**src/lc3b_types.sv**
```systemverilog
package lc3b_types;

	typedef logic [15:0] lc3b_word;  // data, address and instruction
	typedef logic [2:0]  lc3b_reg;   // register number
	typedef logic [2:0]  lc3b_nzp;   // n, z, p

	// only the opcodes this core implements get a name
	typedef enum logic [3:0] {
		op_br  = 4'b0000,
		op_add = 4'b0001,
		op_ldb = 4'b0010,
		op_stb = 4'b0011,
		op_and = 4'b0101,
		op_ldr = 4'b0110,
		op_str = 4'b0111,
		op_not = 4'b1001
	} lc3b_opcode;

	typedef enum logic [1:0] {
		alu_add,
		alu_and,
		alu_not,
		alu_pass  // b straight through
	} lc3b_aluop;

	typedef enum logic [1:0] {
		fwd_none,  // value from the ID/EX register
		fwd_mem,
		fwd_wb
	} lc3b_fwd_sel;

	// second alu operand
	typedef enum logic [1:0] {
		alub_reg,
		alub_imm5,
		alub_off6w,  // offset6 scaled to words
		alub_off6b
	} lc3b_alub_sel;

	typedef enum logic {
		rf_alu,
		rf_mem
	} lc3b_regfile_sel;

	typedef struct packed {
		lc3b_opcode      opcode;
		lc3b_aluop       aluop;
		lc3b_alub_sel    alu_b_sel;
		logic            load_regfile;
		logic            load_cc;
		logic            mem_read;
		logic            mem_write;
		logic            mem_byte;
		lc3b_regfile_sel regfile_sel;
		logic            is_branch;   // BR with at least one nzp bit
		logic            valid_dest;  // dest field names a written register
		logic            uses_src2;
		logic            store_src;   // second read port takes bits 11:9
	} lc3b_control_word;

endpackage

```
**src/mem_stage_if.sv**
```systemverilog
`timescale 1ns/1ns

interface mem_stage_if import lc3b_types::*; ();

	lc3b_control_word ctrl;
	logic             valid;       // live instruction in MEM
	lc3b_word         alu_data;    // effective address
	lc3b_word         src_data;    // store data
	logic             advance;
	lc3b_word         mem_output;  // load result, bytes zero-extended
	logic             ready;

	modport datapath (
		output ctrl, valid, alu_data, src_data, advance,
		input  mem_output, ready
	);

	modport mem (
		input  ctrl, valid, alu_data, src_data, advance,
		output mem_output, ready
	);

endinterface

```
**src/control_rom.sv**
```systemverilog
`timescale 1ns/1ns

module control_rom import lc3b_types::*; (
	input  lc3b_word         i_instr,
	output lc3b_control_word o_ctrl
);

	always_comb begin
		o_ctrl = '0;  // no writes, no memory access
		o_ctrl.opcode = lc3b_opcode'(i_instr[15:12]);
		o_ctrl.aluop = alu_add;
		o_ctrl.alu_b_sel = alub_reg;
		o_ctrl.regfile_sel = rf_alu;

		case (o_ctrl.opcode)
			op_add, op_and: begin
				o_ctrl.aluop = (o_ctrl.opcode == op_and) ? alu_and : alu_add;
				// bit 5 picks imm5 over sr2
				o_ctrl.alu_b_sel = i_instr[5] ? alub_imm5 : alub_reg;
				o_ctrl.uses_src2 = ~i_instr[5];
				o_ctrl.load_regfile = 1'b1;
				o_ctrl.load_cc = 1'b1;
				o_ctrl.valid_dest = 1'b1;
			end
			op_not: begin
				o_ctrl.aluop = alu_not;
				o_ctrl.load_regfile = 1'b1;
				o_ctrl.load_cc = 1'b1;
				o_ctrl.valid_dest = 1'b1;
			end
			op_ldr, op_ldb: begin
				o_ctrl.alu_b_sel = (o_ctrl.opcode == op_ldb) ? alub_off6b : alub_off6w;
				o_ctrl.mem_read = 1'b1;
				o_ctrl.mem_byte = (o_ctrl.opcode == op_ldb);
				o_ctrl.regfile_sel = rf_mem;
				o_ctrl.load_regfile = 1'b1;
				o_ctrl.load_cc = 1'b1;
				o_ctrl.valid_dest = 1'b1;
			end
			op_str, op_stb: begin
				o_ctrl.alu_b_sel = (o_ctrl.opcode == op_stb) ? alub_off6b : alub_off6w;
				o_ctrl.mem_write = 1'b1;
				o_ctrl.mem_byte = (o_ctrl.opcode == op_stb);
				o_ctrl.store_src = 1'b1;  // store data comes from the sr field
			end
			op_br: begin
				o_ctrl.aluop = alu_pass;
				o_ctrl.is_branch = |i_instr[11:9];  // nzp all clear is a nop
			end
			default: begin
				// unsupported opcode passes down as a bubble
			end
		endcase
	end

endmodule

```
**src/regfile.sv**
```systemverilog
`timescale 1ns/1ns

module regfile import lc3b_types::*; (
	input  logic     clk,
	input  logic     i_reset,
	input  logic     i_load,
	input  lc3b_reg  i_dest,
	input  lc3b_word i_data,
	input  lc3b_reg  i_src_a,
	input  lc3b_reg  i_src_b,
	output lc3b_word o_reg_a,
	output lc3b_word o_reg_b
);

	lc3b_word regs [8];

	always_ff @(posedge clk) begin
		if (i_reset) begin
			for (int i = 0; i < 8; i++)
				regs[i] <= '0;
		end else if (i_load) begin
			regs[i_dest] <= i_data;
		end
	end

	// write-through so ID never picks up the old value
	assign o_reg_a = (i_load && i_dest == i_src_a) ? i_data : regs[i_src_a];
	assign o_reg_b = (i_load && i_dest == i_src_b) ? i_data : regs[i_src_b];

endmodule

```
**src/alu.sv**
```systemverilog
`timescale 1ns/1ns

module alu import lc3b_types::*; (
	input  lc3b_aluop i_aluop,
	input  lc3b_word  i_a,
	input  lc3b_word  i_b,
	output lc3b_word  o_f
);

	always_comb begin
		case (i_aluop)
			alu_add: begin
				o_f = i_a + i_b;  // also forms load/store addresses
			end
			alu_and: begin
				o_f = i_a & i_b;
			end
			alu_not: begin
				o_f = ~i_a;
			end
			alu_pass: begin
				o_f = i_b;
			end
			default: begin
				o_f = i_b;
			end
		endcase
	end

endmodule

```
**src/dataforward.sv**
```systemverilog
`timescale 1ns/1ns

module dataforward import lc3b_types::*; (
	input  lc3b_reg     i_ex_src1,
	input  lc3b_reg     i_ex_src2,
	input  lc3b_reg     i_mem_dest,
	input  lc3b_reg     i_wb_dest,
	input  logic        i_mem_valid_dest,
	input  logic        i_wb_valid_dest,
	output lc3b_fwd_sel o_sel1,
	output lc3b_fwd_sel o_sel2
);

	function automatic lc3b_fwd_sel pick(
		input lc3b_reg src,
		input lc3b_reg mem_dest,
		input logic    mem_valid,
		input lc3b_reg wb_dest,
		input logic    wb_valid
	);
		// the younger result in MEM wins over WB
		if (mem_valid && mem_dest == src)
			return fwd_mem;
		if (wb_valid && wb_dest == src)
			return fwd_wb;
		return fwd_none;
	endfunction

	always_comb begin
		o_sel1 = pick(i_ex_src1, i_mem_dest, i_mem_valid_dest, i_wb_dest, i_wb_valid_dest);
		// src2 is either sr2 or the store register
		o_sel2 = pick(i_ex_src2, i_mem_dest, i_mem_valid_dest, i_wb_dest, i_wb_valid_dest);
	end

endmodule

```
**src/mem_control.sv**
```systemverilog
`timescale 1ns/1ns

module mem_control import lc3b_types::*; (
	input  logic       clk,
	input  logic       i_reset,
	mem_stage_if.mem   mem_bus,
	input  lc3b_word   i_mem_rdata,
	input  logic       i_data_response,
	output lc3b_word   o_mem_address,
	output lc3b_word   o_write_data,
	output logic [1:0] o_mem_byte_enable,
	output logic       o_data_request,
	output logic       o_write_enable
);

	logic       access;
	logic       resp_seen;  // access done but pipe still frozen
	lc3b_word   held_rdata;
	lc3b_word   rdata;
	logic [7:0] rbyte;

	assign access = mem_bus.valid & (mem_bus.ctrl.mem_read | mem_bus.ctrl.mem_write);

	always_ff @(posedge clk) begin
		if (i_reset)
			resp_seen <= 1'b0;
		else if (mem_bus.advance)
			resp_seen <= 1'b0;
		else if (access & i_data_response)
			resp_seen <= 1'b1;
	end

	always_ff @(posedge clk) begin
		if (i_data_response & ~resp_seen)
			held_rdata <= i_mem_rdata;
	end

	assign o_data_request = access & ~resp_seen;
	assign o_write_enable = o_data_request & mem_bus.ctrl.mem_write;
	assign mem_bus.ready = ~access | resp_seen | i_data_response;

	always_comb begin
		if (mem_bus.ctrl.mem_byte) begin
			o_mem_address = mem_bus.alu_data;
			o_mem_byte_enable = mem_bus.alu_data[0] ? 2'b10 : 2'b01;  // odd is the high byte
			o_write_data = {2{mem_bus.src_data[7:0]}};
		end else begin
			o_mem_address = {mem_bus.alu_data[15:1], 1'b0};
			o_mem_byte_enable = 2'b11;
			o_write_data = mem_bus.src_data;
		end
	end

	assign rdata = resp_seen ? held_rdata : i_mem_rdata;
	assign rbyte = mem_bus.alu_data[0] ? rdata[15:8] : rdata[7:0];
	assign mem_bus.mem_output = mem_bus.ctrl.mem_byte ? {8'h00, rbyte} : rdata;

endmodule

```
**src/cpu_datapath.sv**
```systemverilog
`timescale 1ns/1ns

module cpu_datapath import lc3b_types::*; (
	input  logic       clk,
	input  logic       i_reset,
	input  lc3b_word   i_instr,
	input  logic       i_instruction_response,
	input  lc3b_word   i_mem_rdata,
	input  logic       i_data_response,
	output lc3b_word   o_instruction_address,
	output logic       o_instruction_request,
	output lc3b_word   o_mem_address,
	output lc3b_word   o_write_data,
	output logic [1:0] o_mem_byte_enable,
	output logic       o_data_request,
	output logic       o_write_enable
);

	typedef struct packed {
		lc3b_control_word ctrl;
		logic             valid;
		lc3b_word         pc;  // already incremented
		lc3b_word         ir;
		lc3b_word         a;   // sr1, then alu result
		lc3b_word         b;   // sr2 or store data, then load data
	} stage_t;

	stage_t           ifid, idex, exmem, memwb;
	lc3b_control_word if_ctrl;
	lc3b_word         pc, pc_plus2, br_target;
	lc3b_word         reg_a, reg_b, fwd_a, fwd_b, mem_fwd, alu_b, alu_out, wb_data;
	lc3b_reg          id_src2, ex_src2;
	lc3b_nzp          cc, gen_cc;
	lc3b_fwd_sel      sel1, sel2, sel2_used;
	logic             fetch_en, advance, flush, load_regfile;

	mem_stage_if mem_bus ();

	assign pc_plus2 = pc + 16'd2;
	assign o_instruction_address = pc;
	assign o_instruction_request = fetch_en & ~flush;  // target fetch starts next cycle

	// taken branch in WB, everything younger is wrong path
	assign flush = memwb.valid & memwb.ctrl.is_branch & |(memwb.ir[11:9] & cc);
	assign br_target = memwb.pc + {{6{memwb.ir[8]}}, memwb.ir[8:0], 1'b0};
	// no fetch is needed while flushing
	assign advance = (i_instruction_response | flush) & mem_bus.ready;

	always_ff @(posedge clk) begin
		if (i_reset) begin
			pc <= '0;
			fetch_en <= 1'b0;
		end else begin
			fetch_en <= 1'b1;
			if (advance)
				pc <= flush ? br_target : pc_plus2;
		end
	end

	control_rom u_control_rom (.i_instr, .o_ctrl(if_ctrl));

	assign id_src2 = ifid.ctrl.store_src ? ifid.ir[11:9] : ifid.ir[2:0];

	regfile u_regfile (
		.clk, .i_reset,
		.i_load(load_regfile), .i_dest(memwb.ir[11:9]), .i_data(wb_data),
		.i_src_a(ifid.ir[8:6]), .i_src_b(id_src2),
		.o_reg_a(reg_a), .o_reg_b(reg_b)
	);

	assign ex_src2 = idex.ctrl.store_src ? idex.ir[11:9] : idex.ir[2:0];

	dataforward u_dataforward (
		.i_ex_src1(idex.ir[8:6]), .i_ex_src2(ex_src2),
		.i_mem_dest(exmem.ir[11:9]), .i_wb_dest(memwb.ir[11:9]),
		.i_mem_valid_dest(exmem.valid & exmem.ctrl.valid_dest),
		.i_wb_valid_dest(memwb.valid & memwb.ctrl.valid_dest),
		.o_sel1(sel1), .o_sel2(sel2)
	);

	// a load in MEM forwards its data straight from the port
	assign mem_fwd = (exmem.ctrl.regfile_sel == rf_mem) ? mem_bus.mem_output : exmem.a;

	always_comb begin
		case (sel1)
			fwd_mem: fwd_a = mem_fwd;
			fwd_wb:  fwd_a = wb_data;
			default: fwd_a = idex.a;
		endcase
		sel2_used = (idex.ctrl.uses_src2 | idex.ctrl.store_src) ? sel2 : fwd_none;
		case (sel2_used)
			fwd_mem: fwd_b = mem_fwd;
			fwd_wb:  fwd_b = wb_data;
			default: fwd_b = idex.b;
		endcase
		case (idex.ctrl.alu_b_sel)
			alub_reg:   alu_b = fwd_b;
			alub_imm5:  alu_b = {{11{idex.ir[4]}}, idex.ir[4:0]};
			alub_off6w: alu_b = {{9{idex.ir[5]}}, idex.ir[5:0], 1'b0};
			default:    alu_b = {{10{idex.ir[5]}}, idex.ir[5:0]};
		endcase
	end

	alu u_alu (.i_aluop(idex.ctrl.aluop), .i_a(fwd_a), .i_b(alu_b), .o_f(alu_out));

	assign mem_bus.ctrl = exmem.ctrl;
	assign mem_bus.valid = exmem.valid & ~flush;  // shadow store never reaches the port
	assign mem_bus.alu_data = exmem.a;
	assign mem_bus.src_data = exmem.b;
	assign mem_bus.advance = advance;

	mem_control u_mem_control (
		.clk, .i_reset, .mem_bus,
		.i_mem_rdata, .i_data_response,
		.o_mem_address, .o_write_data, .o_mem_byte_enable,
		.o_data_request, .o_write_enable
	);

	assign wb_data = (memwb.ctrl.regfile_sel == rf_mem) ? memwb.b : memwb.a;
	assign load_regfile = advance & memwb.valid & memwb.ctrl.load_regfile;

	always_comb begin
		if (wb_data[15])
			gen_cc = 3'b100;
		else if (wb_data == '0)
			gen_cc = 3'b010;
		else
			gen_cc = 3'b001;
	end

	always_ff @(posedge clk) begin
		if (i_reset)
			cc <= 3'b010;
		else if (advance & memwb.valid & memwb.ctrl.load_cc)
			cc <= gen_cc;
	end

	// every stage moves together on advance
	always_ff @(posedge clk) begin
		if (i_reset) begin
			ifid.valid <= 1'b0;
			idex.valid <= 1'b0;
			exmem.valid <= 1'b0;
			memwb.valid <= 1'b0;
		end else if (advance) begin
			ifid <= '{ctrl: if_ctrl, valid: ~flush, pc: pc_plus2, ir: i_instr, a: '0, b: '0};
			idex <= '{ctrl: ifid.ctrl, valid: ifid.valid & ~flush, pc: ifid.pc,
				ir: ifid.ir, a: reg_a, b: reg_b};
			exmem <= '{ctrl: idex.ctrl, valid: idex.valid & ~flush, pc: idex.pc,
				ir: idex.ir, a: alu_out, b: fwd_b};
			memwb <= '{ctrl: exmem.ctrl, valid: exmem.valid & ~flush, pc: exmem.pc,
				ir: exmem.ir, a: exmem.a, b: mem_bus.mem_output};
		end
	end

endmodule

```
**src/cpu_top.sv**
```systemverilog
`timescale 1ns/1ns

module cpu_top import lc3b_types::*; (
	input  logic       clk,
	input  logic       i_reset,
	input  lc3b_word   i_instr,
	input  logic       i_instruction_response,
	input  lc3b_word   i_mem_rdata,
	input  logic       i_data_response,
	output lc3b_word   o_instruction_address,
	output logic       o_instruction_request,
	output lc3b_word   o_mem_address,
	output lc3b_word   o_write_data,
	output logic [1:0] o_mem_byte_enable,
	output logic       o_data_request,
	output logic       o_write_enable
);

	cpu_datapath u_cpu_datapath (
		.clk,
		.i_reset,
		.i_instr,                 // instruction port
		.i_instruction_response,
		.o_instruction_address,
		.o_instruction_request,
		.i_mem_rdata,             // data port
		.i_data_response,
		.o_mem_address,
		.o_write_data,
		.o_mem_byte_enable,
		.o_data_request,
		.o_write_enable
	);

endmodule

```
**config.mk**
```make
export PLATFORM = sky130hd
export DESIGN_NAME = cpu_top
export DESIGN_NICKNAME = d
export VERILOG_FILES = /design/src/lc3b_types.sv /design/src/mem_stage_if.sv /design/src/control_rom.sv /design/src/regfile.sv /design/src/alu.sv /design/src/dataforward.sv /design/src/mem_control.sv /design/src/cpu_datapath.sv /design/src/cpu_top.sv
export SDC_FILE = /design/constraint.sdc
export NUM_CORES = 1
export LEC_CHECK = 0
export BUFFER_PORTS_ARGS = -buffer_cell sky130_fd_sc_hd__buf_4
export CORE_MARGIN = 4
export CORE_UTILIZATION = 42
export CTS_BUF_LIST = sky130_fd_sc_hd__clkbuf_8
export DETAILED_ROUTE_END_ITERATION = 8
export HOLD_SLACK_MARGIN = 0.06
export PLACE_DENSITY = 0.66
export SLEW_MARGIN = 0
export SYNTH_ARGS = -nofsm -noshare
export SYNTH_HDL_FRONTEND = slang
export SYNTH_HIERARCHICAL = 1
export SYNTH_SLANG_ARGS = --single-unit
export TNS_END_PERCENT = 30
```
**constraint.sdc**
```tcl
create_clock -name clk -period 41.4 [get_ports clk]
set_input_delay 10.35 -clock clk [delete_from_list [all_inputs] [get_ports clk]]
set_output_delay 10.35 -clock clk [all_outputs]
set_load 0.02 [all_outputs]
```
==> results of run 1 <==
stage by stage:
stage	area [sq um]	hold WS [ns]	std cells
after detailed placement	22000	0.405	2091
after CTS	23300	0.413	2218
after floorplan	21000	0.400	1422
final	23300	0.412	2218
after global routing	23300	0.415	2218
after global placement	22000	0.402	2091
registers in the layout (all words and copies together), names as in the netlist:
| signal | flops |
|---|---|
| u_cpu_datapath/mem_bus.alu_data | 16 |
| u_cpu_datapath/cc | 3 |
| u_cpu_datapath/fetch_en | 1 |
| u_cpu_datapath/idex | 75 |
| u_cpu_datapath/o_instruction_address | 16 |
| u_cpu_datapath/u_mem_control/resp_seen | 1 |
| u_cpu_datapath/u_regfile/regs | 128 |
| u_cpu_datapath/mem_bus.src_data | 16 |
| u_cpu_datapath/memwb | 66 |
| u_cpu_datapath/exmem | 37 |
| u_cpu_datapath/u_mem_control/held_rdata | 16 |
| u_cpu_datapath/ifid | 43 |
final timing paths:
| check | startpoint | endpoint | slack, ns | depth (start not counted) |
|---|---|---|---|---|
| max | i_mem_rdata[10] | u_cpu_datapath/mem_bus.alu_data[13]$_DFFE_PP_ | 27.89 | 14 |
| min | u_cpu_datapath/idex[50]$_DFFE_PP_ | u_cpu_datapath/exmem[50]$_DFFE_PP_ | 0.41 | 0 |
| max reg2reg | u_cpu_datapath/idex[32]$_DFFE_PP_ | u_cpu_datapath/mem_bus.alu_data[13]$_DFFE_PP_ | 36.10 | 17 |
| min reg2reg | u_cpu_datapath/idex[50]$_DFFE_PP_ | u_cpu_datapath/exmem[50]$_DFFE_PP_ | 0.41 | 0 |
routing by layer:
layer  up-vias  wire (um)
li1       5694          -
met3       107       3600
met5         -         11
met2       480      25800
met4         2       1520
met1      6476      22600
layout by cell type, fill, tap and decap left out, types with 7 or more instances in the layout:
cell type    n
nand3_1     12
dfxtp_1     25
clkbuf_8    79
nand4_1      9
nor2_1      38
nor4_1       9
a21oi_1     38
nor2b_1      7
edfxtp_1   393
o221ai_1     7
a21o_1      10
mux2_2     103
mux2_4      11
nand2_1     76
a21bo_2     10
and3_1      10
nor3_1       9
mux4_2      13
and2_1     135
a22oi_1     38
ha_1        36
o21ai_0     66
xnor2_1     41
mux4_1      65
a31oi_1      8
mux2i_1     22
xor2_1      12
inv_1       37
or2_2       10
clkinv_1    22
nand2b_1     8
buf_4      104
worst max-delay path: stages:
cell and delay [ns]:
buf_4 0.12, mux4_1 0.62, mux2_2 0.33, a22oi_1 0.15, o21ai_0 0.13, mux2i_1 0.19, o21ai_0 0.13, ha_1 0.37
and3_1 0.18, a221oi_2 0.35, nand3b_4 0.23, o21ai_4 0.10, a2111oi_0 0.40, and4b_1 0.24
power by group:
group	total [mW]	switching, mW	internal (mW)
sequential	0.494	0.0110	0.483
combinational	0.0894	0.0510	0.0383
clock	0.342	0.167	0.175
final cells by class:
type	count	area, sq um
multi-input cells	880	7960
inverters	24	90.1
clock inverters	48	206
clock buffers	79	1090
fillers	4340	25900
repair buffers	105	801
flip-flops and latches	418	12300
well taps	664	831
==> results.json, run 1 <==
{
  "pin_count": 89,
  "maxCapViolCount": 0,
  "ys_warn_count": 6,
  "cts_buffers": 70,
  "port-buffer-count": 88,
  "die_h_um": 231,
  "p_leak_nw": 8.68,
  "root_buffer": "clkbuf_8",
  "post_cts_buffers": 0,
  "cts_tree": "built",
  "hpwl_mm": 34.8,
  "core_sq_um": 49200,
  "syn-instance-count": 1422,
  "grt_max_degree": 175,
  "hold_buffers": 0,
  "endpoint_kind": "flip-flop",
  "finalSetupViolations": 0,
  "final_util": 0.474,
  "fin_crit_sh": 0.326,
  "die_w_um": 231,
  "worst_pin_slew_ns": 1.24,
  "cp.required_ns": 41.79,
  "start_util": 0.427,
  "cts_sinks": 418,
  "wl_per_cell_um": 24.2,
  "dieArea_sq_um": 53600,
  "syn_nets": 1495,
  "start_kind": "primary input",
  "worst_slack_ns": 27.89,
  "finClkSkew_ns": 0.0299,
  "overflow": 0,
  "grt_pass1_vias": 12737,
  "cp.arrival_ns": 13.90,
  "slew_headroom": 0.170,
  "busiest_layer": "met2",
  "path_max_fanout": 5,
  "cts_resized": 0,
  "grt_pass1_wl_mm": 79.7,
  "cts.clk_slew.worst_paths_ns": 0.06,
  "vias": 12759,
  "hp-class": "reg -> reg",
  "finalSetupTns_ns": 0,
  "dr.first_iter.drc_count": 1227,
  "wirelength_mm": 53.6,
  "gp_congestion": 0.885,
  "syn_area_sq_um": 21000,
  "final_nets": 1572,
  "detail-route-antenna-nets": 0,
  "htreeDepth": 3,
  "fmax_mhz": 74.0,
  "worstSetupPathType": "in -> reg",
  "rsz0062_at_grt": "no",
  "hold_violations": 0,
  "clkLatencyLatePin_ns": 0.64,
  "drc_errors": 0,
  "syn_avg_cell_area_sq_um": 14.7,
  "total_power_uw": 925,
  "dp_worst_setup_slack_ns": 27.32,
  "drive_gt1_frac": 0.235,
  "power.density_nw_per_um2": 39.7,
  "synthToLayoutAreaGrowth_pct": 11.0,
  "cts.path.max_buffers": 3,
  "finalCriticalPeriod_ns": 13.51,
  "grt_use_met1": 0.263,
  "track_usage": 0.197,
  "first_pass_iters": 5,
  "grt_util_met3": 0.0434,
  "grt_util_met2": 0.321,
  "status": "completed",
  "antennaDiodeCount": 0,
  "rows": 81,
  "vias_per_cell": 5.75,
  "antenna_found_initial": 2,
  "peakVddDrop_v": 0.0000245,
  "slew_violations": 0
}
Power figures use the tool's default switching activity.
==> inputs of run 2 (changes only) <==
Clock period 41.4 ns to 13.9 ns, I/O delays scaled along.
==> run 2 against run 1 <==
- sequential power grew to 3.0 times the previous value
- core utilization grew 0.051 points
- register-to-register slack lost 27 ns
- largest power group unchanged
==> results.json, run 2 (same netlist as run 1, synthesis figures left out) <==
{
  "overflow": 0,
  "cts_tree": "built",
  "finalSetupViolations": 0,
  "slew_headroom": 0.219,
  "hold_violations": 0,
  "finClkSkew_ns": 0.0299,
  "synthToLayoutAreaGrowth_pct": 11.1,
  "cp.required_ns": 14.24,
  "cts_sinks": 418,
  "status": "completed",
  "final_common_cell": "edfxtp_1",
  "final_util": 0.474,
  "grt_max_degree": 173,
  "vias_per_cell": 5.79,
  "cts_buffers": 70,
  "htreeDepth": 3,
  "regArea_sq_um": 12300,
  "dr.first_iter.drc_count": 1239,
  "cts.path.max_buffers": 3,
  "pin_count": 89,
  "maxCapViolCount": 0,
  "start_kind": "primary input",
  "dieArea_sq_um": 53600,
  "rsz0062_at_grt": "no",
  "slowest_stage": "mux4_1",
  "grt_pass1_vias": 12603,
  "cts_resized": 0,
  "start_util": 0.427,
  "slew_violations": 0,
  "cts.clk_slew.worst_paths_ns": 0.07,
  "regMostFlops": "u_cpu_datapath/u_regfile/regs",
  "p_leak_nw": 8.70,
  "fmax_mhz": 152,
  "die_h_um": 231,
  "cp_num_buf_inv": 1,
  "hp-class": "reg -> reg",
  "total_power_mw": 2.80,
  "worstPathCellList": "buf_4 > mux4_1 > mux2_2 > a22oi_1 > o21ai_0 > mux2i_1 > o21ai_0 > ha_1 > nand2_1 > o21bai_1 > o221ai_1 > o311ai_1 > xnor2_1 > o221ai_1",
  "path_max_fanout": 5,
  "peakVddDrop_v": 0.0000819,
  "port-buffer-count": 88,
  "drc_errors": 0,
  "vias": 12778,
  "finalSetupTns_ns": 0,
  "clkLatencyLatePin_ns": 0.64,
  "post_cts_buffers": 0,
  "worstSetupPathType": "in -> reg",
  "final_nets": 1572,
  "antennaDiodeCount": 0,
  "final_cell_mix": "edfxtp_1 (393), and2_1 (135), buf_4 (104)",
  "gp_congestion": 0.885,
  "cp.arrival_ns": 6.95,
  "fin_crit_sh": 0.475,
  "finalCriticalPeriod_ns": 6.60,
  "die_w_um": 231,
  "wirelength_mm": 53.6,
  "antenna_found_initial": 3,
  "detail-route-antenna-nets": 0,
  "reg.largest.list": "u_cpu_datapath/u_regfile/regs: 128 flops, u_cpu_datapath/idex: 75 flops, u_cpu_datapath/memwb: 66 flops",
  "rows": 81,
  "fillers": 4275,
  "hold_buffers": 0,
  "core_sq_um": 49200,
  "hpwl_mm": 34.3,
  "multiInputGateArea_sq_um": 7960,
  "grt_pass1_wl_mm": 79.4,
  "first_pass_iters": 5,
  "wl_per_cell_um": 24.3,
  "drive_gt1_frac": 0.234,
  "largest_reg_flops": 128,
  "critPathMaxStageDelay_ns": 0.62,
  "root_buffer": "clkbuf_8",
  "power.density_nw_per_um2": 120,
  "worst_pin_slew_ns": 1.17,
  "track_usage": 0.197,
  "endpoint_kind": "flip-flop",
  "crit_family": "compound AO/OA/AOI/OAI gates"
}
-- run 2: final cells by class --
type                            count  area share
Tap cell                          664      0.0357
Inverter                           24     0.00387
Timing Repair Buffer              105      0.0344
Clock inverter                     40      0.0117
Sequential cell                   418       0.528
Clock buffer                       76      0.0449
Multi-Input combinational cell    880       0.342
-- run 2: final timing paths --
| kind | startpoint | end | slack, ns | cells after the start |
|---|---|---|---|---|
| hold reg to reg | u_cpu_datapath/ifid[56]$_DFFE_PP_ | u_cpu_datapath/idex[56]$_DFFE_PP_ | 0.41 | 0 |
| hold / removal | u_cpu_datapath/ifid[56]$_DFFE_PP_ | u_cpu_datapath/idex[56]$_DFFE_PP_ | 0.41 | 0 |
| setup reg to reg | u_cpu_datapath/idex[32]$_DFFE_PP_ | u_cpu_datapath/mem_bus.alu_data[15]$_DFFE_PP_ | 8.62 | 17 |
| setup / recovery | i_mem_rdata[10] | u_cpu_datapath/mem_bus.alu_data[14]$_DFFE_PP_ | 7.30 | 14 |
-- run 2: worst reg2reg max path, cell delays in order, from the launching register on --
cell,delay (ns)
edfxtp_1,0.54
mux2_2,0.36
xnor2_1,0.14
and4_4,0.19
nor2_2,0.08
o21ai_0,0.11
ha_1,1.01
nand2_1,0.16
o21ai_0,0.15
mux2i_1,0.10
o21ai_0,0.30
ha_1,0.34
and3_1,0.21
a221oi_2,0.34
nand3b_4,0.23
o21ai_4,0.10
o311a_1,0.31
a311o_1,0.32
-- run 2: stage by stage --
stage | hold WS [ns] | cells | area (sq um) | worst slack (ns)
4_1_cts | 0.411 | 2207 | 23300 | 7.36
6_report | 0.410 | 2207 | 23300 | 7.30
5_1_grt | 0.416 | 2207 | 23300 | 7.00
3_3_place_gp | 0.401 | 2091 | 22000 | 6.78
3_5_place_dp | 0.405 | 2091 | 22000 | 6.72
2_1_floorplan | 0.400 | 1422 | 21000 | 2.97
-- run 2: metal layers --
layer	up-vias	track usage	part of all wire
li1	5670	-	-
met1	6493	0.269	0.43
met2	496	0.316	0.47
met3	117	0.0403	0.067
met4	2	0.0682	0.033
met5	-	0	0.00021
-- run 2: where the power goes --
| group | internal, mW | leakage, nW | switching, mW |
|---|---|---|---|
| clock network | 0.574 | 0.739 | 0.494 |
| logic | 0.114 | 3.93 | 0.152 |
| registers | 1.44 | 4.04 | 0.0329 |
